File: src/hdl/cpu_consts.svh
// Widths, opcodes, ALU function codes and partition modes for the vector CPU
`ifndef CPU_CONSTS_SVH
`define CPU_CONSTS_SVH

// Widths fixed by the instruction format
`define CPU_DATA_W      64
`define CPU_INSTR_W     32
`define CPU_ADDR_W      32
`define CPU_REG_COUNT   32

// Opcodes
`define OP_ALU          6'b101010
`define OP_BEZ          6'b100010
`define OP_BNEZ         6'b100011
`define OP_NOP          6'b111100
`define OP_LW           6'b100000
`define OP_SW           6'b100001

// ALU function codes
`define FN_VADD         6'b000110
`define FN_VSUB         6'b000111
`define FN_VSLL         6'b001010
`define FN_VSRL         6'b001011

// Partition modes, byte 0 is the most significant byte
`define PPP_A           3'b000
`define PPP_U           3'b001
`define PPP_D           3'b010
`define PPP_E           3'b011
`define PPP_O           3'b100

`endif

File: src/hdl/cpuPkg.sv
// Vector CPU typedefs and the partition-mode merge function
`include "cpu_consts.svh"

package cpuPkg;

    typedef logic [`CPU_DATA_W-1:0]  word_t;
    typedef logic [`CPU_INSTR_W-1:0] instr_t;
    typedef logic [`CPU_ADDR_W-1:0]  addr_t;
    typedef logic [$clog2(`CPU_REG_COUNT)-1:0] regAddr_t;
    typedef logic [5:0]  opcode_t;
    typedef logic [5:0]  funcCode_t;
    typedef logic [2:0]  ppp_t;
    typedef logic [1:0]  ww_t;
    typedef logic [15:0] imm_t;

    // Replace the bytes of oldWord selected by ppp with those of newWord
    function automatic word_t mergeByPpp(word_t oldWord, word_t newWord, ppp_t ppp);
        logic [7:0] byteSel;
        word_t mask;
        // Leftmost select bit is byte 0
        case (ppp)
            `PPP_A:  byteSel = 8'b1111_1111;
            `PPP_U:  byteSel = 8'b1111_0000;
            `PPP_D:  byteSel = 8'b0000_1111;
            `PPP_E:  byteSel = 8'b1010_1010;
            `PPP_O:  byteSel = 8'b0101_0101;
            default: byteSel = 8'b0000_0000;
        endcase
        for (int k = 0; k < 8; k++) begin
            mask[8*k +: 8] = {8{byteSel[k]}};
        end
        return (oldWord & ~mask) | (newWord & mask);
    endfunction

endpackage

File: src/hdl/fetchStage.sv
// Fetch stage with program counter and fetch/decode register
`timescale 1ns/100ps
`include "cpu_consts.svh"

module fetchStage (
    input  logic           clk,
    input  logic           reset,
    input  cpuPkg::instr_t instrIn,
    output cpuPkg::addr_t  instrAddr,
    input  logic           branchTaken,
    input  cpuPkg::addr_t  branchTarget,
    output cpuPkg::instr_t fetchedInstr
);

    localparam cpuPkg::instr_t NOP_INSTR = {`OP_NOP, 26'd0};

    cpuPkg::addr_t  pc;
    cpuPkg::instr_t ifId;

    assign instrAddr    = pc;
    assign fetchedInstr = ifId;

    always_ff @(posedge clk) begin
        if (reset) begin
            pc <= '0;
        end else if (branchTaken) begin
            pc <= branchTarget;
        end else begin
            pc <= pc + 32'd4;
        end
    end

    // Taken branch squashes the instruction behind it
    always_ff @(posedge clk) begin
        if (reset || branchTaken) begin
            ifId <= NOP_INSTR;
        end else begin
            ifId <= instrIn;
        end
    end

endmodule

File: config.mk
export PLATFORM = sky130hd
export DESIGN_NAME = fetchStage
export DESIGN_NICKNAME = d
export VERILOG_FILES = /design/src/hdl/cpuPkg.sv /design/src/hdl/fetchStage.sv
export VERILOG_INCLUDE_DIRS = /design/src /design/src/hdl
export SDC_FILE = /design/constraint.sdc
export NUM_CORES = 1
export LEC_CHECK = 0
export BUFFER_PORTS_ARGS = -buffer_cell sky130_fd_sc_hd__buf_2
export CAP_MARGIN = 30
export CORE_UTILIZATION = 45
export DETAILED_ROUTE_END_ITERATION = 16
export PLACE_DENSITY = 0.78
export SLEW_MARGIN = 15
export SYNTH_ARGS = -nofsm -noshare
export SYNTH_HDL_FRONTEND = slang
export SYNTH_SLANG_ARGS = --single-unit
File: constraint.sdc
create_clock -name clk -period 2.51 [get_ports clk]
set_input_delay 0 -clock clk [delete_from_list [all_inputs] [get_ports clk]]
set_output_delay 0 -clock clk [all_outputs]
set_load 0.02 [all_outputs]
==> results.md <==
- Maxcap violations: 0
- Power per cell area: approximately 550 nW/um^2
- Final Non-Filler Cells: around 550
- Simple-Gate Fraction of Synth Area: between 20% and 30%
- RSZ-0062 raised after global routing: false
- Fin Setup TNS: 0 ps
- Footprint of the multi-input gates: about 1200 sq um
- Worst R2R Setup Slack: slightly above 400 ps
- Post-synthesis compound-gate area fraction: roughly 15%
- Adder-cell share of the synthesized area: less than 1%
- Pleak: between 1.5 and 2 nW
- DIE AREA: 6140 sq um
- Cts repair resizes: 0
- Hold Violations, Final: 0
- Largest net degree at the start of global routing: between 40 and 50
- Ys flop type: dfxtp_1
- CP required: between 2000 and 3000 ps
- Max Root-Sink Buffers: 2
- Hpwl dp: 4596 um
- Num ports: approximately 130
- DR vias: around 2800
- Reg2reg start: instrAddr[8]
- Post-DRT Antenna Nets: 0
- Fill cells: around 440
- Setup crit end kind: flop
- Skew final: roughly 4.7 ps
- Starting density of the core: between 40% and 50%
- Antenna violations before repair: 0
- Worst-Margin Slew: about 750 ps
- Row count: 27
- Status: complete, no violations
- WP data arrival: 2350 ps
- Post-Synth XOR/XNOR Area: roughly 3.3%
- Root Buffer: clkbuf_8
- Mux share of post-synthesis cell area: 1.144%
- Clk sinks: 64
- EDFF count, synth: 0
- Fmax: roughly 0.48 GHz
- DRC viols: 0
- Worst vdd ir: around 380 uV
- Synth Cell Area: 2624 sq um
- Sequential Area: 1281 sq um
- Ys async rst share: 0%
- Inserted Clock Buffers: 9
- Worst Setup SP: instrAddr[8]
- GP Congestion: roughly 0.83
- Die Y-Extent: 78.36 um
- Final Cycle Share: approximately 84%
- Net Count, Synth: 349
- Yosys warns: 0
- Pins Over Slew Limit: 0
- Mapped Avg Cell Area: a little over 9 sq um
- Yosys reg bits: 64
- Worst Path Class, Setup: flop to flop
- First DRT Iteration DRCs: 141
- Antenna cells: 0
- Final setup violation count: 0
- First-pass GRT wire length: ~12000 um
- Die width: just under 80 um
- Largest cells by area after synthesis: dfxtp_1 (49%), and2_1 (6.9%), nor2_1 (4.3%)
- Area grow syn2layout: 56.13%
- Number of global-route vias before repair: around 2700
- CP endpoint: instrAddr[25]
- Cell taking the most area after synthesis: dfxtp_1
- Buffers on Ports: 130
- Fraction of layout cells with a size suffix above 1: about a third
- Reg2reg end: instrAddr[25]
- Sequential share of the synthesized area: around 49%
- Largest family of logic cells by synthesized area: simple AND/OR/NAND/NOR gates
- HP Class: primary input to flop
- Detailed Routing Iterations Pass 1: 4
- DR WL/cell: between 10 and 15 um
- Worst Setup Start Kind: flop
- Total Routed Length: roughly 7500 um
- Yosys top cell area share: just under 50%
- Worst relative slew slack: 49.26%
- GRT overflow: 0
- R2R depth: 4
- H-tree depth: 3
- Synth cell types: 42
- CP max FO: 14
- Mapped Cells: 281
- Tmin final: around 2100 ps
- Clk_lat worst skew: between 300 and 400 ps
- Vias/cell: about 5.1
- Cell total after placement: 467
- Core area: between 5000 and 6000 sq um
- Reg clk slew, reported paths: 70 ps
- CTS tree: built
- Nets: approximately 540
- Total Routing Usage GR: between 20% and 30%
## stage by stage
| step | hold slack [ps] | utilization (%) | setup WS (ps) | instance area, sq um | power (W) |
|---|---|---|---|---|---|
| after floorplan | 98.84 | - | 379.0 | 2624 | 0.001318 |
| after global placement | 183.2 | 59.28 | 484.6 | 3304 | 0.001441 |
| after detailed placement | 183.6 | 59.28 | 416.2 | 3304 | 0.001448 |
| after CTS | 20.72 | 73.49 | 399.8 | 4096 | 0.002267 |
| after global routing | 65.35 | 73.49 | 290.9 | 4096 | 0.002362 |
| final | 27.37 | 73.49 | 405.9 | 4096 | 0.002257 |
## cell type report
class | count | area share (%)
multi-input cells | 190 | 30.12
clock inverters | 6 | 0.9163
well taps | 72 | 2.199
inverters | 9 | 0.8247
flip-flops and latches | 64 | 31.28
clock buffers | 9 | 3.024
repair buffers | 195 | 31.64
## registers in the layout (all words and copies together), names as in the netlist
name,count
fetchedInstr,32
instrAddr,32
## report_power, final
part | internal [W] | total [W] | switching [W]
Combinational | 0.000190 | 0.000382 | 0.000192
Sequential | 0.00107 | 0.00112 | 0.0000513
Clock | 0.000346 | 0.000751 | 0.000404
## logic make-up after synthesis
group / after synthesis
flops: 64
fa+ha+maj: 1
simple gates: 127
compound gates: 49
mux: 3
xor+xnor: 10
buf+inv: 27
## cell usage in the layout (no fill, tap or decap), types with 5 or more instances in the layout
cell type / count
or4_1: 5
clkbuf_8: 9
nor2_1: 30
a311oi_1: 12
dlygate4sd3_1: 63
dfxtp_1: 64
a211oi_1: 10
nand2_1: 12
or3_1: 10
and2_1: 29
inv_1: 8
and4_1: 7
nand3_1: 8
o21ai_0: 6
xor2_1: 7
buf_2: 130
o31ai_1: 5
nand4_1: 11
## cells in the mapped netlist, drive strengths merged, types with 2 or more instances
| cell | n |
|---|---|
| and2 | 29 |
| xnor2 | 3 |
| a21oi | 2 |
| xor2 | 7 |
| nor2b | 2 |
| and4 | 8 |
| nor2 | 30 |
| o21bai | 2 |
| dfxtp | 64 |
| or4 | 6 |
| o21ai | 6 |
| nor3 | 3 |
| clkbuf | 16 |
| a211oi | 10 |
| inv | 9 |
| nand3b | 2 |
| o31ai | 5 |
| nand3 | 8 |
| mux2i | 3 |
| or3 | 10 |
| a31oi | 3 |
| a311oi | 12 |
| buf | 2 |
| nor4 | 2 |
| a2111oi | 4 |
| nand2 | 12 |
| nand4 | 12 |
## repair_timing
| action | CTS | global route |
|---|---|---|
| hold buffers | 63 | 0 |
| hold endpoints to repair | 63 | 0 |
| setup buffers | 0 | 0 |
## worst min-delay path by stage
stage                           from               end  slack, ps  depth (start not counted)
finish              branchTarget[31]     instrAddr[31]         30                          4
global placement         instrIn[28]  fetchedInstr[28]        180                          2
CTS                 branchTarget[31]     instrAddr[31]         20                          4
global route        branchTarget[31]     instrAddr[31]         70                          4
detailed placement       instrIn[31]  fetchedInstr[31]        180                          2
floorplan                instrIn[28]  fetchedInstr[28]        100                          1
## critical path: stages, from the launching register on
cell and delay [ps]:
dfxtp_1 450, nand4_2 150, or4_4 630, or4_1 530
a311oi_1 250
## per-layer routing
layer	up-vias	global-route usage (%)	routed length, um
met5	-	0	0
met4	0	13.70	173
met3	17	5.000	409
met2	103	43.07	3748
met1	1260	29.58	3167
li1	1395	-	-
Note: power is estimated with default switching activity, not from simulation.
