File: src/hdl/cpu_consts.svh
// Widths, opcodes, ALU function codes and partition modes for the vector CPU
`ifndef CPU_CONSTS_SVH
`define CPU_CONSTS_SVH

// Widths fixed by the instruction format
`define CPU_DATA_W      64
`define CPU_INSTR_W     32
`define CPU_ADDR_W      32
`define CPU_REG_COUNT   32

// Opcodes
`define OP_ALU          6'b101010
`define OP_BEZ          6'b100010
`define OP_BNEZ         6'b100011
`define OP_NOP          6'b111100
`define OP_LW           6'b100000
`define OP_SW           6'b100001

// ALU function codes
`define FN_VADD         6'b000110
`define FN_VSUB         6'b000111
`define FN_VSLL         6'b001010
`define FN_VSRL         6'b001011

// Partition modes, byte 0 is the most significant byte
`define PPP_A           3'b000
`define PPP_U           3'b001
`define PPP_D           3'b010
`define PPP_E           3'b011
`define PPP_O           3'b100

`endif

File: src/hdl/cpuPkg.sv
// Vector CPU typedefs and the partition-mode merge function
`include "cpu_consts.svh"

package cpuPkg;

    typedef logic [`CPU_DATA_W-1:0]  word_t;
    typedef logic [`CPU_INSTR_W-1:0] instr_t;
    typedef logic [`CPU_ADDR_W-1:0]  addr_t;
    typedef logic [$clog2(`CPU_REG_COUNT)-1:0] regAddr_t;
    typedef logic [5:0]  opcode_t;
    typedef logic [5:0]  funcCode_t;
    typedef logic [2:0]  ppp_t;
    typedef logic [1:0]  ww_t;
    typedef logic [15:0] imm_t;

    // Replace the bytes of oldWord selected by ppp with those of newWord
    function automatic word_t mergeByPpp(word_t oldWord, word_t newWord, ppp_t ppp);
        logic [7:0] byteSel;
        word_t mask;
        // Leftmost select bit is byte 0
        case (ppp)
            `PPP_A:  byteSel = 8'b1111_1111;
            `PPP_U:  byteSel = 8'b1111_0000;
            `PPP_D:  byteSel = 8'b0000_1111;
            `PPP_E:  byteSel = 8'b1010_1010;
            `PPP_O:  byteSel = 8'b0101_0101;
            default: byteSel = 8'b0000_0000;
        endcase
        for (int k = 0; k < 8; k++) begin
            mask[8*k +: 8] = {8{byteSel[k]}};
        end
        return (oldWord & ~mask) | (newWord & mask);
    endfunction

endpackage

File: src/hdl/cpuIfs.sv
// Register write interface and decode/execute pipeline interface
`timescale 1ns/100ps

// One register write, used for forwarding and for write-back
interface regWriteIf;
    logic            wrEn;
    cpuPkg::regAddr_t wrAddr;
    cpuPkg::word_t    wrData;
    cpuPkg::ppp_t     ppp;

    modport source (output wrEn, output wrAddr, output wrData, output ppp);
    modport sink   (input wrEn, input wrAddr, input wrData, input ppp);
endinterface

// Contents of the decode/execute register
interface idExIf;
    cpuPkg::word_t     opA;
    cpuPkg::word_t     opB;
    cpuPkg::regAddr_t  rD;
    cpuPkg::ppp_t      ppp;
    cpuPkg::ww_t       ww;
    cpuPkg::funcCode_t funcCode;
    logic              memRead;
    logic              regWrite;

    modport source (output opA, output opB, output rD, output ppp, output ww,
                    output funcCode, output memRead, output regWrite);
    modport sink   (input opA, input opB, input rD, input ppp, input ww,
                    input funcCode, input memRead, input regWrite);
endinterface

File: src/hdl/decodeStage.sv
// Decode stage with control, forwarding, branch resolution and decode/execute register
`timescale 1ns/100ps
`include "cpu_consts.svh"

module decodeStage (
    input  logic             clk,
    input  logic             reset,
    input  cpuPkg::instr_t   fetchedInstr,
    output cpuPkg::regAddr_t rdAddr0,
    output cpuPkg::regAddr_t rdAddr1,
    input  cpuPkg::word_t    rdData0,
    input  cpuPkg::word_t    rdData1,
    output logic             branchTaken,
    output cpuPkg::addr_t    branchTarget,
    regWriteIf.sink          exFwd,
    idExIf.source            idEx,
    output logic             dmemEn,
    output logic             dmemWrEn,
    output cpuPkg::addr_t    dmemAddr,
    output cpuPkg::word_t    dmemDataOut
);

    cpuPkg::opcode_t   opcode;
    cpuPkg::regAddr_t  rD;
    cpuPkg::regAddr_t  rA;
    cpuPkg::regAddr_t  rB;
    cpuPkg::ppp_t      ppp;
    cpuPkg::ww_t       ww;
    cpuPkg::funcCode_t funcCode;
    cpuPkg::imm_t      imm;
    cpuPkg::word_t     opA;
    cpuPkg::word_t     opB;
    logic isAlu, isLw, isSw, isBez, isBnez;
    logic fwdHit0, fwdHit1;

    // Field split
    assign opcode   = fetchedInstr[31:26];
    assign rD       = fetchedInstr[25:21];
    assign rA       = fetchedInstr[20:16];
    assign rB       = fetchedInstr[15:11];
    assign ww       = fetchedInstr[7:6];
    assign funcCode = fetchedInstr[5:0];
    assign imm      = fetchedInstr[15:0];

    assign isAlu  = (opcode == `OP_ALU);
    assign isLw   = (opcode == `OP_LW);
    assign isSw   = (opcode == `OP_SW);
    assign isBez  = (opcode == `OP_BEZ);
    assign isBnez = (opcode == `OP_BNEZ);

    // Loads always write the whole register
    assign ppp = isLw ? `PPP_A : fetchedInstr[10:8];

    // Stores and branches read rD on port 0
    assign rdAddr0 = (isSw || isBez || isBnez) ? rD : rA;
    assign rdAddr1 = rB;

    // Forward the in-flight execute result, merged by its partition mode
    assign fwdHit0 = exFwd.wrEn && (exFwd.wrAddr != '0) && (exFwd.wrAddr == rdAddr0);
    assign fwdHit1 = exFwd.wrEn && (exFwd.wrAddr != '0) && (exFwd.wrAddr == rdAddr1);
    assign opA = fwdHit0 ? cpuPkg::mergeByPpp(rdData0, exFwd.wrData, exFwd.ppp) : rdData0;
    assign opB = fwdHit1 ? cpuPkg::mergeByPpp(rdData1, exFwd.wrData, exFwd.ppp) : rdData1;

    assign branchTaken  = (isBez && (opA == '0)) || (isBnez && (opA != '0));
    assign branchTarget = cpuPkg::addr_t'(imm);

    // Memory request issued from decode, data returns during execute
    assign dmemEn      = isLw || isSw;
    assign dmemWrEn    = isSw;
    assign dmemAddr    = cpuPkg::addr_t'(imm);
    assign dmemDataOut = opA;

    always_ff @(posedge clk) begin
        if (reset) begin
            idEx.regWrite <= 1'b0;
            idEx.memRead  <= 1'b0;
        end else begin
            idEx.regWrite <= isAlu || isLw;
            idEx.memRead  <= isLw;
        end
    end

    always_ff @(posedge clk) begin
        idEx.opA      <= opA;
        idEx.opB      <= opB;
        idEx.rD       <= rD;
        idEx.ppp      <= ppp;
        idEx.ww       <= ww;
        idEx.funcCode <= funcCode;
    end

endmodule

File: src/flat_wrapper.sv
// flat-port wrapper written by rule: the top's interface ports become plain ports
module decodeStage_flat 
  (clk, reset, fetchedInstr, rdAddr0, rdAddr1, rdData0, rdData1, branchTaken, branchTarget, dmemEn, dmemWrEn, dmemAddr, dmemDataOut, exFwd_wrEn, exFwd_wrAddr, exFwd_wrData, exFwd_ppp, idEx_opA, idEx_opB, idEx_rD, idEx_ppp, idEx_ww, idEx_funcCode, idEx_memRead, idEx_regWrite);
  regWriteIf exFwd_i ();
  idExIf idEx_i ();
  input  logic clk;
  input  logic reset;
  input  cpuPkg::instr_t fetchedInstr;
  output cpuPkg::regAddr_t rdAddr0;
  output cpuPkg::regAddr_t rdAddr1;
  input  cpuPkg::word_t rdData0;
  input  cpuPkg::word_t rdData1;
  output logic branchTaken;
  output cpuPkg::addr_t branchTarget;
  output logic dmemEn;
  output logic dmemWrEn;
  output cpuPkg::addr_t dmemAddr;
  output cpuPkg::word_t dmemDataOut;
  input wire logic [$bits(exFwd_i.wrEn)-1:0] exFwd_wrEn;
  input wire logic [$bits(exFwd_i.wrAddr)-1:0] exFwd_wrAddr;
  input wire logic [$bits(exFwd_i.wrData)-1:0] exFwd_wrData;
  input wire logic [$bits(exFwd_i.ppp)-1:0] exFwd_ppp;
  output wire logic [$bits(idEx_i.opA)-1:0] idEx_opA;
  output wire logic [$bits(idEx_i.opB)-1:0] idEx_opB;
  output wire logic [$bits(idEx_i.rD)-1:0] idEx_rD;
  output wire logic [$bits(idEx_i.ppp)-1:0] idEx_ppp;
  output wire logic [$bits(idEx_i.ww)-1:0] idEx_ww;
  output wire logic [$bits(idEx_i.funcCode)-1:0] idEx_funcCode;
  output wire logic [$bits(idEx_i.memRead)-1:0] idEx_memRead;
  output wire logic [$bits(idEx_i.regWrite)-1:0] idEx_regWrite;
  assign exFwd_i.wrEn = exFwd_wrEn;
  assign exFwd_i.wrAddr = exFwd_wrAddr;
  assign exFwd_i.wrData = exFwd_wrData;
  assign exFwd_i.ppp = exFwd_ppp;
  assign idEx_opA = idEx_i.opA;
  assign idEx_opB = idEx_i.opB;
  assign idEx_rD = idEx_i.rD;
  assign idEx_ppp = idEx_i.ppp;
  assign idEx_ww = idEx_i.ww;
  assign idEx_funcCode = idEx_i.funcCode;
  assign idEx_memRead = idEx_i.memRead;
  assign idEx_regWrite = idEx_i.regWrite;
  decodeStage u_core (.clk(clk), .reset(reset), .fetchedInstr(fetchedInstr), .rdAddr0(rdAddr0), .rdAddr1(rdAddr1), .rdData0(rdData0), .rdData1(rdData1), .branchTaken(branchTaken), .branchTarget(branchTarget), .exFwd(exFwd_i), .idEx(idEx_i), .dmemEn(dmemEn), .dmemWrEn(dmemWrEn), .dmemAddr(dmemAddr), .dmemDataOut(dmemDataOut));
endmodule
File: config.mk
export PLATFORM = sky130hd
export DESIGN_NAME = decodeStage_flat
export DESIGN_NICKNAME = d
export VERILOG_FILES = /design/src/hdl/cpuPkg.sv /design/src/hdl/cpuIfs.sv /design/src/hdl/decodeStage.sv /design/src/flat_wrapper.sv
export VERILOG_INCLUDE_DIRS = /design/src /design/src/hdl
export SDC_FILE = /design/constraint.sdc
export NUM_CORES = 1
export LEC_CHECK = 0
export ABC_AREA = 1
export BUFFER_PORTS_ARGS = -buffer_cell sky130_fd_sc_hd__buf_4
export CORE_AREA = 2 2 201 203
export CTS_CLUSTER_SIZE = 14
export DETAILED_ROUTE_END_ITERATION = 7
export DIE_AREA = 0 0 203 205
export GPL_TIMING_DRIVEN = 0
export HOLD_SLACK_MARGIN = 0.05
export PLACE_DENSITY = 0.51
export REMOVE_ABC_BUFFERS = 1
export SLEW_MARGIN = 15
export SYNTH_ARGS = -nofsm -noshare
export SYNTH_HDL_FRONTEND = slang
export SYNTH_SLANG_ARGS = --single-unit
File: constraint.sdc
create_clock -name clk -period 5.1 [get_ports clk]
set_input_delay 0.51 -clock clk [delete_from_list [all_inputs] [get_ports clk]]
set_output_delay 0.51 -clock clk [all_outputs]
set_load 0.05 [all_outputs]
==> results.json, run 1 <==
{
  "slew_violations": 0,
  "portBuffers": 489,
  "crit_fanout": 16,
  "rows": 73,
  "grt_pass1_wl_microns": 44900,
  "diodes": 0,
  "drc_errors": 0,
  "hpwl_microns": 24800,
  "area_delta_synth_final_pct": 67.0,
  "antenna_found_initial": 0,
  "fin_crit_sh": 0.853,
  "fmax_mhz": 230,
  "startpoint": "fetchedInstr[30]",
  "place.gp.congestion": 0.836,
  "synthTopCellsByArea": "dfxtp_1 44%, nand2_1 19%, o21ai_0 10%",
  "drtIter0Drc": 395,
  "synthFlopType": "dfxtp_1",
  "rsz0062_at_grt": "false",
  "grtUsageTotal": 0.149,
  "grtUsageMet2": 0.261,
  "drt_first_pass_iters": 6,
  "postSynthCellCount": 947,
  "status": "finished clean",
  "critPathSlowestCell": "nor2_8",
  "initial_utilization": 0.170,
  "path_cells": "buf_4, inv_2, nand2_1, nor2_2, nand3_1, nand3_1, nand2_2, nor2_8, nand3_4, buf_4, nand2_1, o21ai_0, nor2_1, nand2_1, nor2_1, nand2_1, nor2_1, nand3_1, nand2_1, buf_4",
  "start_kind": "primary input",
  "relSlewSlack": 0.286,
  "synth-edff-count": 0,
  "clk_pin_slew_worst_paths_ns": 0.06,
  "synth_common_cells": "334 x nand2_1, 146 x dfxtp_1, 140 x o21ai_0",
  "peakVddDrop_uv": 232,
  "ys_warn_count": 0,
  "crit_path_frequent_cell": "nand2_1",
  "pin_count": 522,
  "synthArstFlopShare": 0,
  "grt_pass1_vias": 7150,
  "cts_buffers": 17,
  "p_leak_nw": 5.77,
  "cts-htree-levels": 4,
  "arrival_ns": 3.84,
  "cts_buffer_depth": 2,
  "vias": 7778,
  "cp_slowest_stage_delay_ns": 0.35,
  "hold_viol": 0,
  "cts_tree": "built",
  "hp-class": "primary input to flop",
  "syn_area_per_cell_sq_um": 7.05,
  "ys_types": 27,
  "die_area_sq_um": 41600,
  "nNetsFinal": 1622,
  "gr-total-overflow": 0,
  "synth_top_area_frac": 0.438,
  "drive_gt1_frac": 0.399,
  "fill_cells": 4358,
  "utilization": 0.283,
  "powerDensity_nw_per_um2": 325,
  "synth-seq-cells": 146,
  "ant_nets": 0,
  "cts_hold_repair.buffers": 0,
  "use_met1": 0.175,
  "critPathKind": "primary input to output port",
  "finalSetupViolations": 0,
  "critPathRequiredTime_ns": 4.59,
  "cts_sinks": 146,
  "hold_depth": 1,
  "grt_max_degree": 64,
  "top_usage_layer": "met2",
  "maxCapViolCount": 0,
  "yosys.area.top_type": "dfxtp_1",
  "wirelength_microns": 33000,
  "fp.coreArea_sq_um": 39400,
  "clockRootBuffer": "clkbuf_16",
  "synth-seq-area-share": 0.438,
  "die_w_microns": 203,
  "grtUsageMet3": 0.0402,
  "die-height_microns": 205,
  "wl_per_cell_microns": 17.1,
  "synth.most_common_cell": "nand2_1",
  "min_period_ns": 4.35,
  "ctsResizeCount": 0,
  "syn_area_sq_um": 6680,
  "p_total_w": 0.00362,
  "hold-path-endpoint": "u_core.idEx.rD[2]$_DFF_P_",
  "crit_path_end_kind": "output port",
  "worstHoldStart": "fetchedInstr[23]",
  "tightest_slew_ns": 1.07,
  "vias_per_cell": 4.04
}
==> cells by family (layout without fill, tap and decap cells) <==
family                    after synthesis  count (layout)  synth area share
AOI/OAI and AO/OA                     159             159             0.119
DFF                                   146             146             0.438
xor gates and xnor gates                5               5           0.00656
other                                   1              32          0.000562
muxes                                   2               2           0.00337
buffers and inverters                 179             596             0.147
and+or+nand+nor                       455             458             0.286
==> sequential cells by signal (all words and copies together) (netlist names) <==
signal                flops
u_core.idEx.funcCode      6
u_core.idEx.memRead       1
u_core.idEx.opA          64
u_core.idEx.opB          64
u_core.idEx.ppp           3
u_core.idEx.rD            5
u_core.idEx.regWrite      1
u_core.idEx.ww            2
==> layer usage <==
layer | vias to the layer above | routed length [microns]
li1 | 3813 | -
met1 | 3576 | 13400
met2 | 358 | 16700
met3 | 31 | 2300
met4 | 0 | 494
met5 | - | 0
==> through the flow <==
step / cell area [sq um] / hold WS [ns] / std cells / setup slack [ns] / setup TNS [ns]
after detailed placement: 10500 / 0.632 / 1884 / -0.481 / -0.481
final: 11200 / 0.169 / 1923 / 0.751 / 0
after global placement: 10400 / 0.633 / 1875 / -1.97 / -141.53
after CTS: 11100 / 0.130 / 1917 / 0.00585 / 0
after floorplan: 6050 / 0.538 / 861 / -0.118 / -0.118
after global routing: 11200 / 0.138 / 1923 / 0.260 / 0
==> critical path, delay by kind of cell <==
kind	cells	cell delay, ns
AND/OR/NAND/NOR	15	2.34
buffers and inverters	4	0.63
AO/OA/AOI/OAI	1	0.31
==> layout by cell type (no fill, tap or decap), types with 2 or more instances in the layout <==
cell       count
nor2_1        52
conb_1        32
buf_6          6
nand2_2        5
clkbuf_1       3
nand4_1       38
nor2_4         4
nand3_1       14
inv_2          6
buf_4        495
o21ai_0      140
nand3_4        2
clkbuf_8       4
nor3_1         3
inv_1         56
clkinv_2       5
xnor2_1        2
o21ai_1       16
mux2_2         2
xor2_1         3
nor2_2         3
dfxtp_1      146
nand2_1      332
clkbuf_16     17
nor4_1         2
==> report_power, final <==
part | switching [W] | internal, W
clock | 0.000517 | 0.000712
combinational | 0.000813 | 0.000347
sequential | 0.0000207 | 0.00121
total | 0.00135 | 0.00227
==> layout make-up <==
type | count | area, sq um | share of cell area
Timing Repair Buffer | 504 | 3850 | 0.345
Multi-Input combinational cell | 656 | 2950 | 0.264
Sequential cell | 146 | 2920 | 0.262
Tap cell | 525 | 657 | 0.0589
Clock buffer | 24 | 492 | 0.0441
Inverter | 62 | 233 | 0.0209
Clock inverter | 6 | 55.1 | 0.00494
==> repair_timing <==
item | CTS | global route
endpoints found under the hold margin | 0 | 0
gates cloned | 2 | 1
endpoints found under the setup margin | 1 | 1
setup buffers | 1 | 5
pin swaps | 3 | 3
==> worst max path at each step <==
stage,to,slack (ns),depth (start not counted)
floorplan,branchTaken,-0.12,17
global placement,branchTaken,-1.97,19
detailed placement,branchTaken,-0.48,20
CTS,branchTaken,0.006,20
global route,branchTaken,0.26,20
finish,branchTaken,0.75,20
Note: power is estimated with default switching activity, not from simulation.
==> inputs of run 2 (changes only) <==
ABC_AREA = not set   (was 1)
CORE_AREA = 2 2 204 206   (was 2 2 201 203)
DIE_AREA = 0 0 206 208   (was 0 0 203 205)
PLACE_DENSITY = 0.48   (was 0.51)
REMOVE_ABC_BUFFERS = not set   (was 1)
==> run 2 against run 1 <==
Compared with the run above:
- critical path depth decreased by 7
- clock power grew 3%
- design area down 1.0%
- synthesized cell count down 48%
- area after synthesis down 13%
- count of clock-buffer cells in the layout fell by 3
- core utilization decreased by 1.1 points
- sequential power is essentially flat
- worst setup slack worse by 0.55 ns
==> results.json, run 2 <==
{
  "status": "finished clean",
  "maxCapViolCount": 0,
  "tightest_slew_ns": 0.791,
  "fp.coreArea_sq_um": 40600,
  "clk_pin_slew_worst_paths_ns": 0.07,
  "ys_types": 42,
  "critPathRequiredTime_ns": 4.59,
  "crit_path_end_kind": "output port",
  "fmax_mhz": 204,
  "ys_warn_count": 0,
  "synth_common_cells": "146 x dfxtp_1, 130 x mux2_2, 69 x buf_4",
  "dp.cells": 1542,
  "pre_cts_ws_ns": -1.11,
  "syn_area_per_cell_sq_um": 11.9,
  "pin_count": 522,
  "slew_violations": 0,
  "die_w_microns": 206,
  "peakVddDrop_uv": 262,
  "clockRootBuffer": "clkbuf_16",
  "nNetsFinal": 1274,
  "cts_hold_repair.buffers": 0,
  "min_period_ns": 4.90,
  "startpoint": "fetchedInstr[28]",
  "worstHoldStart": "fetchedInstr[25]",
  "grt_pass1_vias": 5808,
  "hp-class": "primary input to flop",
  "timing.hold.ws_ns": 0.155,
  "layout_setup_ws_ns": 0.196,
  "hpwl_microns": 24100,
  "p_comb_frac": 0.284,
  "critPathKind": "primary input to output port",
  "die-height_microns": 208,
  "crit_family": "simple AND/OR/NAND/NOR gates",
  "synth-edff-count": 0,
  "hold_depth": 1,
  "finalSetupViolations": 0,
  "drtIter0Drc": 148,
  "cts-htree-levels": 4,
  "die_area_sq_um": 42800,
  "synthFlopType": "dfxtp_1",
  "fin_crit_sh": 0.962,
  "diodes": 0,
  "hold_viol": 0,
  "syn_area_sq_um": 5810,
  "switchingPower_w": 0.00120,
  "portBuffers": 486,
  "grtUsageTotal": 0.129,
  "synthTopCellsByArea": "dfxtp_1 50%, mux2_2 25%, buf_4 8.9%",
  "sw_frac_of_total": 0.344,
  "pwr-share-seq": 0.352,
  "fin_setup_tns_ns": 0,
  "initial_utilization": 0.143,
  "drt_first_pass_iters": 4,
  "relSlewSlack": 0.472,
  "layout_commonest_cell": "buf_4",
  "hold-path-endpoint": "u_core.idEx.rD[4]$_DFF_P_",
  "power.share.clock": 0.364,
  "antenna_found_initial": 1,
  "rows": 74,
  "cts_sinks": 146,
  "layout_common_cells": "567 x buf_4, 146 x dfxtp_1, 130 x mux2_2",
  "vias_per_cell": 3.61,
  "finalNonFillerCells": 1584,
  "grt_pass1_wl_microns": 38800,
  "reg_top3": "u_core.idEx.opA x64, u_core.idEx.opB x64, u_core.idEx.funcCode x6",
  "synth-seq-area-share": 0.503,
  "area_delta_synth_final_pct": 89.9,
  "ant_nets": 0,
  "cts_buffer_depth": 2,
  "powerDensity_nw_per_um2": 315,
  "synth-seq-cells": 146,
  "postSynthCellCount": 490,
  "internal-power_w": 0.00228,
  "gr-total-overflow": 0,
  "path_cells": "buf_4, or3b_1, buf_2, nor3_4, or4b_1, a22oi_2, nand4_4, or4_4, a2111oi_4, o2111ai_4, o31a_1, o211a_1, buf_4",
  "cts_tree": "built",
  "arrival_ns": 4.39,
  "drive_gt1_frac": 0.712,
  "wirelength_microns": 28800,
  "critPathSlowestCell": "or4_4",
  "synth_top_area_frac": 0.503,
  "cp_slowest_stage_delay_ns": 0.55,
  "place.gp.congestion": 0.820,
  "start_kind": "primary input",
  "synth.most_common_cell": "dfxtp_1",
  "vias": 5714,
  "utilization": 0.272,
  "worst-path-buf-inv": 3,
  "cts_buffers": 17,
  "crit_path_frequent_cell": "buf_4",
  "drc_errors": 0,
  "grt_max_degree": 17,
  "synthArstFlopShare": 0,
  "p_leak_nw": 5.23,
  "yosys.area.top_type": "dfxtp_1",
  "crit_fanout": 5,
  "wl_per_cell_microns": 18.2
}
-- run 2: changes by cell type in the layout (fill, tap and decap cells not counted), moves of 16 or more --
cell and delta:
mux2_2 +128, nand4_1 -35, inv_1 -47, nor4_1 +22, nand2_1 -327, buf_4 +72
o21ai_0 -138, nor2_1 -36, o21ai_1 -16
-- run 2: repair_timing --
item	4_1_cts	5_1_grt
hold endpoints to repair	0	0
pin swaps	4	5
buffers inserted	7	3
resized for setup	8	9
endpoints found under the setup margin	1	1
-- run 2: worst max path at each step --
stage | to | cells after the start
after floorplan | branchTaken | 11
after global placement | branchTaken | 13
after detailed placement | branchTaken | 13
after CTS | branchTaken | 14
after global routing | branchTaken | 13
final | branchTaken | 13
-- run 2: cells by family (layout without fill, tap and decap cells) --
logic type      count (synthesis)  count (layout)  share of synthesized area
buf+inv                        94             625                      0.105
compound gates                 26              26                     0.0336
simple gates                   73              73                     0.0730
mux                           142             142                      0.272
xor+xnor                        8               8                     0.0121
flops                         146             146                      0.503
other cells                     1              32                   0.000645
-- run 2: final cells by class --
type	count	area [sq um]
Fill cell	4309	29500
Timing Repair Buffer	499	3750
Sequential cell	146	2920
Multi-Input combinational cell	281	2490
Tap cell	532	666
Buffer	85	584
Clock buffer	21	480
Clock inverter	11	104
Inverter	9	33.8
-- run 2: layer usage --
metal  global-route usage  vias to the layer above  wire length [microns]
met5                    0                        -                      0
met4               0.0589                        0                    711
met3               0.0457                       31                   2400
met2                0.231                      297                  14800
met1                0.135                     2644                  10900
li1                     -                     2742                      -
-- run 2: power by group through the flow --
stage | Sequential, W | Clock, W | Combinational, W
detailed placement | 0.00125 | 0 | 0.000986
finish | 0.00122 | 0.00127 | 0.000989
CTS | 0.00122 | 0.00132 | 0.000991
global placement | 0.00125 | 0 | 0.000985
floorplan | 0.00148 | 0 | 0.000359
global route | 0.00123 | 0.00135 | 0.00103
-- run 2: per-stage QoR --
stage	power, W	instance area (sq um)
4_1_cts	0.00353	11000
6_report	0.00348	11000
2_1_floorplan	0.00184	5930
3_3_place_gp	0.00223	10200
5_1_grt	0.00361	11000
3_5_place_dp	0.00224	10300
==> inputs of run 3 (changes only) <==
BUFFER_PORTS_ARGS = not set   (was -buffer_cell sky130_fd_sc_hd__buf_4)
DONT_BUFFER_PORTS = 1   (was not set)
PLACE_DENSITY = 0.37   (was 0.48)
==> run 3 against run 2 <==
Compared with the run above:
- power is 9.2% lower
- final cell count fell by 30%
- largest power group is now registers
- clock power barely moved
- die area is the same
- sequential share of layout area grew 12 points
- worst setup slack better by 0.029 ns
- count of clock-buffer cells in the layout down 1
- critical path type unchanged
- combinational power decreased by 59%
==> results.json, run 3 (synthesized netlist as in run 2, its figures left out) <==
{
  "fp.coreArea_sq_um": 40600,
  "critPathRequiredTime_ns": 4.59,
  "die-height_microns": 208,
  "initial_utilization": 0.143,
  "timing.hold.ws_ns": 0.131,
  "drc_errors": 0,
  "rsz0062_at_grt": "false",
  "clockRootBuffer": "clkbuf_16",
  "arrival_ns": 4.36,
  "cts_buffers": 17,
  "nNetsFinal": 801,
  "pin_count": 522,
  "fmax_mhz": 205,
  "powerDensity_nw_per_um2": 418,
  "hp-class": "primary input to flop",
  "finalSetupViolations": 0,
  "layout_commonest_cell": "dfxtp_1",
  "pre_cts_ws_ns": -0.994,
  "placed_area_sq_um": 6670,
  "vias_per_cell": 3.63,
  "grt_pass1_vias": 4552,
  "wirelength_microns": 25600,
  "die_area_sq_um": 42800,
  "antenna_found_initial": 4,
  "ant_nets": 0,
  "reg_top3": "u_core.idEx.opA x64, u_core.idEx.opB x64, u_core.idEx.funcCode x6",
  "die_w_microns": 206,
  "place.gp.congestion": 0.851,
  "fin_crit_sh": 0.956,
  "maxCapViolCount": 0,
  "crit_fanout": 5,
  "relSlewSlack": 0.509,
  "fin_area_sq_um": 7550,
  "layout_common_cells": "146 x dfxtp_1, 129 x mux2_2, 80 x buf_4",
  "vias": 4049,
  "hold_viol": 0,
  "p_leak_nw": 2.96,
  "status": "finished clean",
  "fill_cells": 4486,
  "grtUsageTotal": 0.115,
  "fin_setup_tns_ns": 0,
  "clk_pin_slew_worst_paths_ns": 0.06,
  "peakVddDrop_uv": 173,
  "grt_max_degree": 17,
  "cts_sinks": 146,
  "portBuffers": 0,
  "critPathKind": "primary input to output port",
  "drive_gt1_frac": 0.451,
  "layout_setup_ws_ns": 0.225,
  "hold_depth": 1,
  "drtIter0Drc": 156,
  "multi_input_area_sq_um": 2510,
  "min_period_ns": 4.87,
  "cts_tree": "built",
  "drt_first_pass_iters": 4,
  "rows": 74,
  "cts-htree-levels": 4,
  "utilization": 0.186,
  "start_kind": "primary input",
  "cts_buffer_depth": 2,
  "grt_pass1_wl_microns": 33400,
  "crit_path_end_kind": "output port",
  "seqCellArea_sq_um": 2920,
  "area_delta_synth_final_pct": 29.9,
  "gr-total-overflow": 0,
  "tightest_slew_ns": 0.735,
  "slew_violations": 0,
  "wl_per_cell_microns": 23.0,
  "hpwl_microns": 21800
}
## run 3: metal layers
metal / track usage / vias up / share of wire
met3: 0.0482 / 35 / 0.094
met4: 0.0616 / 2 / 0.035
met1: 0.109 / 1910 / 0.35
li1: - / 1793 / -
met2: 0.209 / 309 / 0.53
met5: 0 / - / 0.00051
## run 3: critical path: stages
cell and delay (ns):
or3b_1 0.38, buf_2 0.20, nor3_4 0.31, or4b_1 0.49, a22oi_2 0.31, nand4_4 0.19, or4_1 0.57, a2111oi_4 0.44
o2111ai_2 0.25, o31a_1 0.38, o211a_4 0.33
## run 3: through the flow
stage / cells / power, W
floorplan: 521 / 0.00184
global placement: 1053 / 0.00189
detailed placement: 1058 / 0.00189
CTS: 1111 / 0.00322
global route: 1113 / 0.00328
finish: 1114 / 0.00316
## run 3: layout make-up
type,count,area share
diodes,3,0.000994
plain buffers,85,0.0774
clock buffers,20,0.0592
clock inverters,12,0.0196
inverters,9,0.00447
multi-input cells,281,0.332
flip-flops and latches,146,0.387
well taps,532,0.0882
repair buffers,26,0.0307
## run 3: final timing paths
| path | startpoint | to | slack [ns] |
|---|---|---|---|
| worst max-delay path | fetchedInstr[28] | branchTaken | 0.23 |
| worst min-delay path | reset | u_core.idEx.memRead$_SDFF_PP0_ | 0.13 |
## run 3: where the power goes
group / internal [W] / switching, W
registers: 0.00121 / 0.000261
logic: 0.000111 / 0.000296
clock network: 0.000744 / 0.000538
## run 3: repair_timing
item | in CTS | in global routing
endpoints found under the setup margin | 1 | 1
endpoints found under the hold margin | 13 | 0
hold buffers | 13 | 0
pin swaps | 5 | 2
resized for setup | 11 | 5
setup buffers | 8 | 0
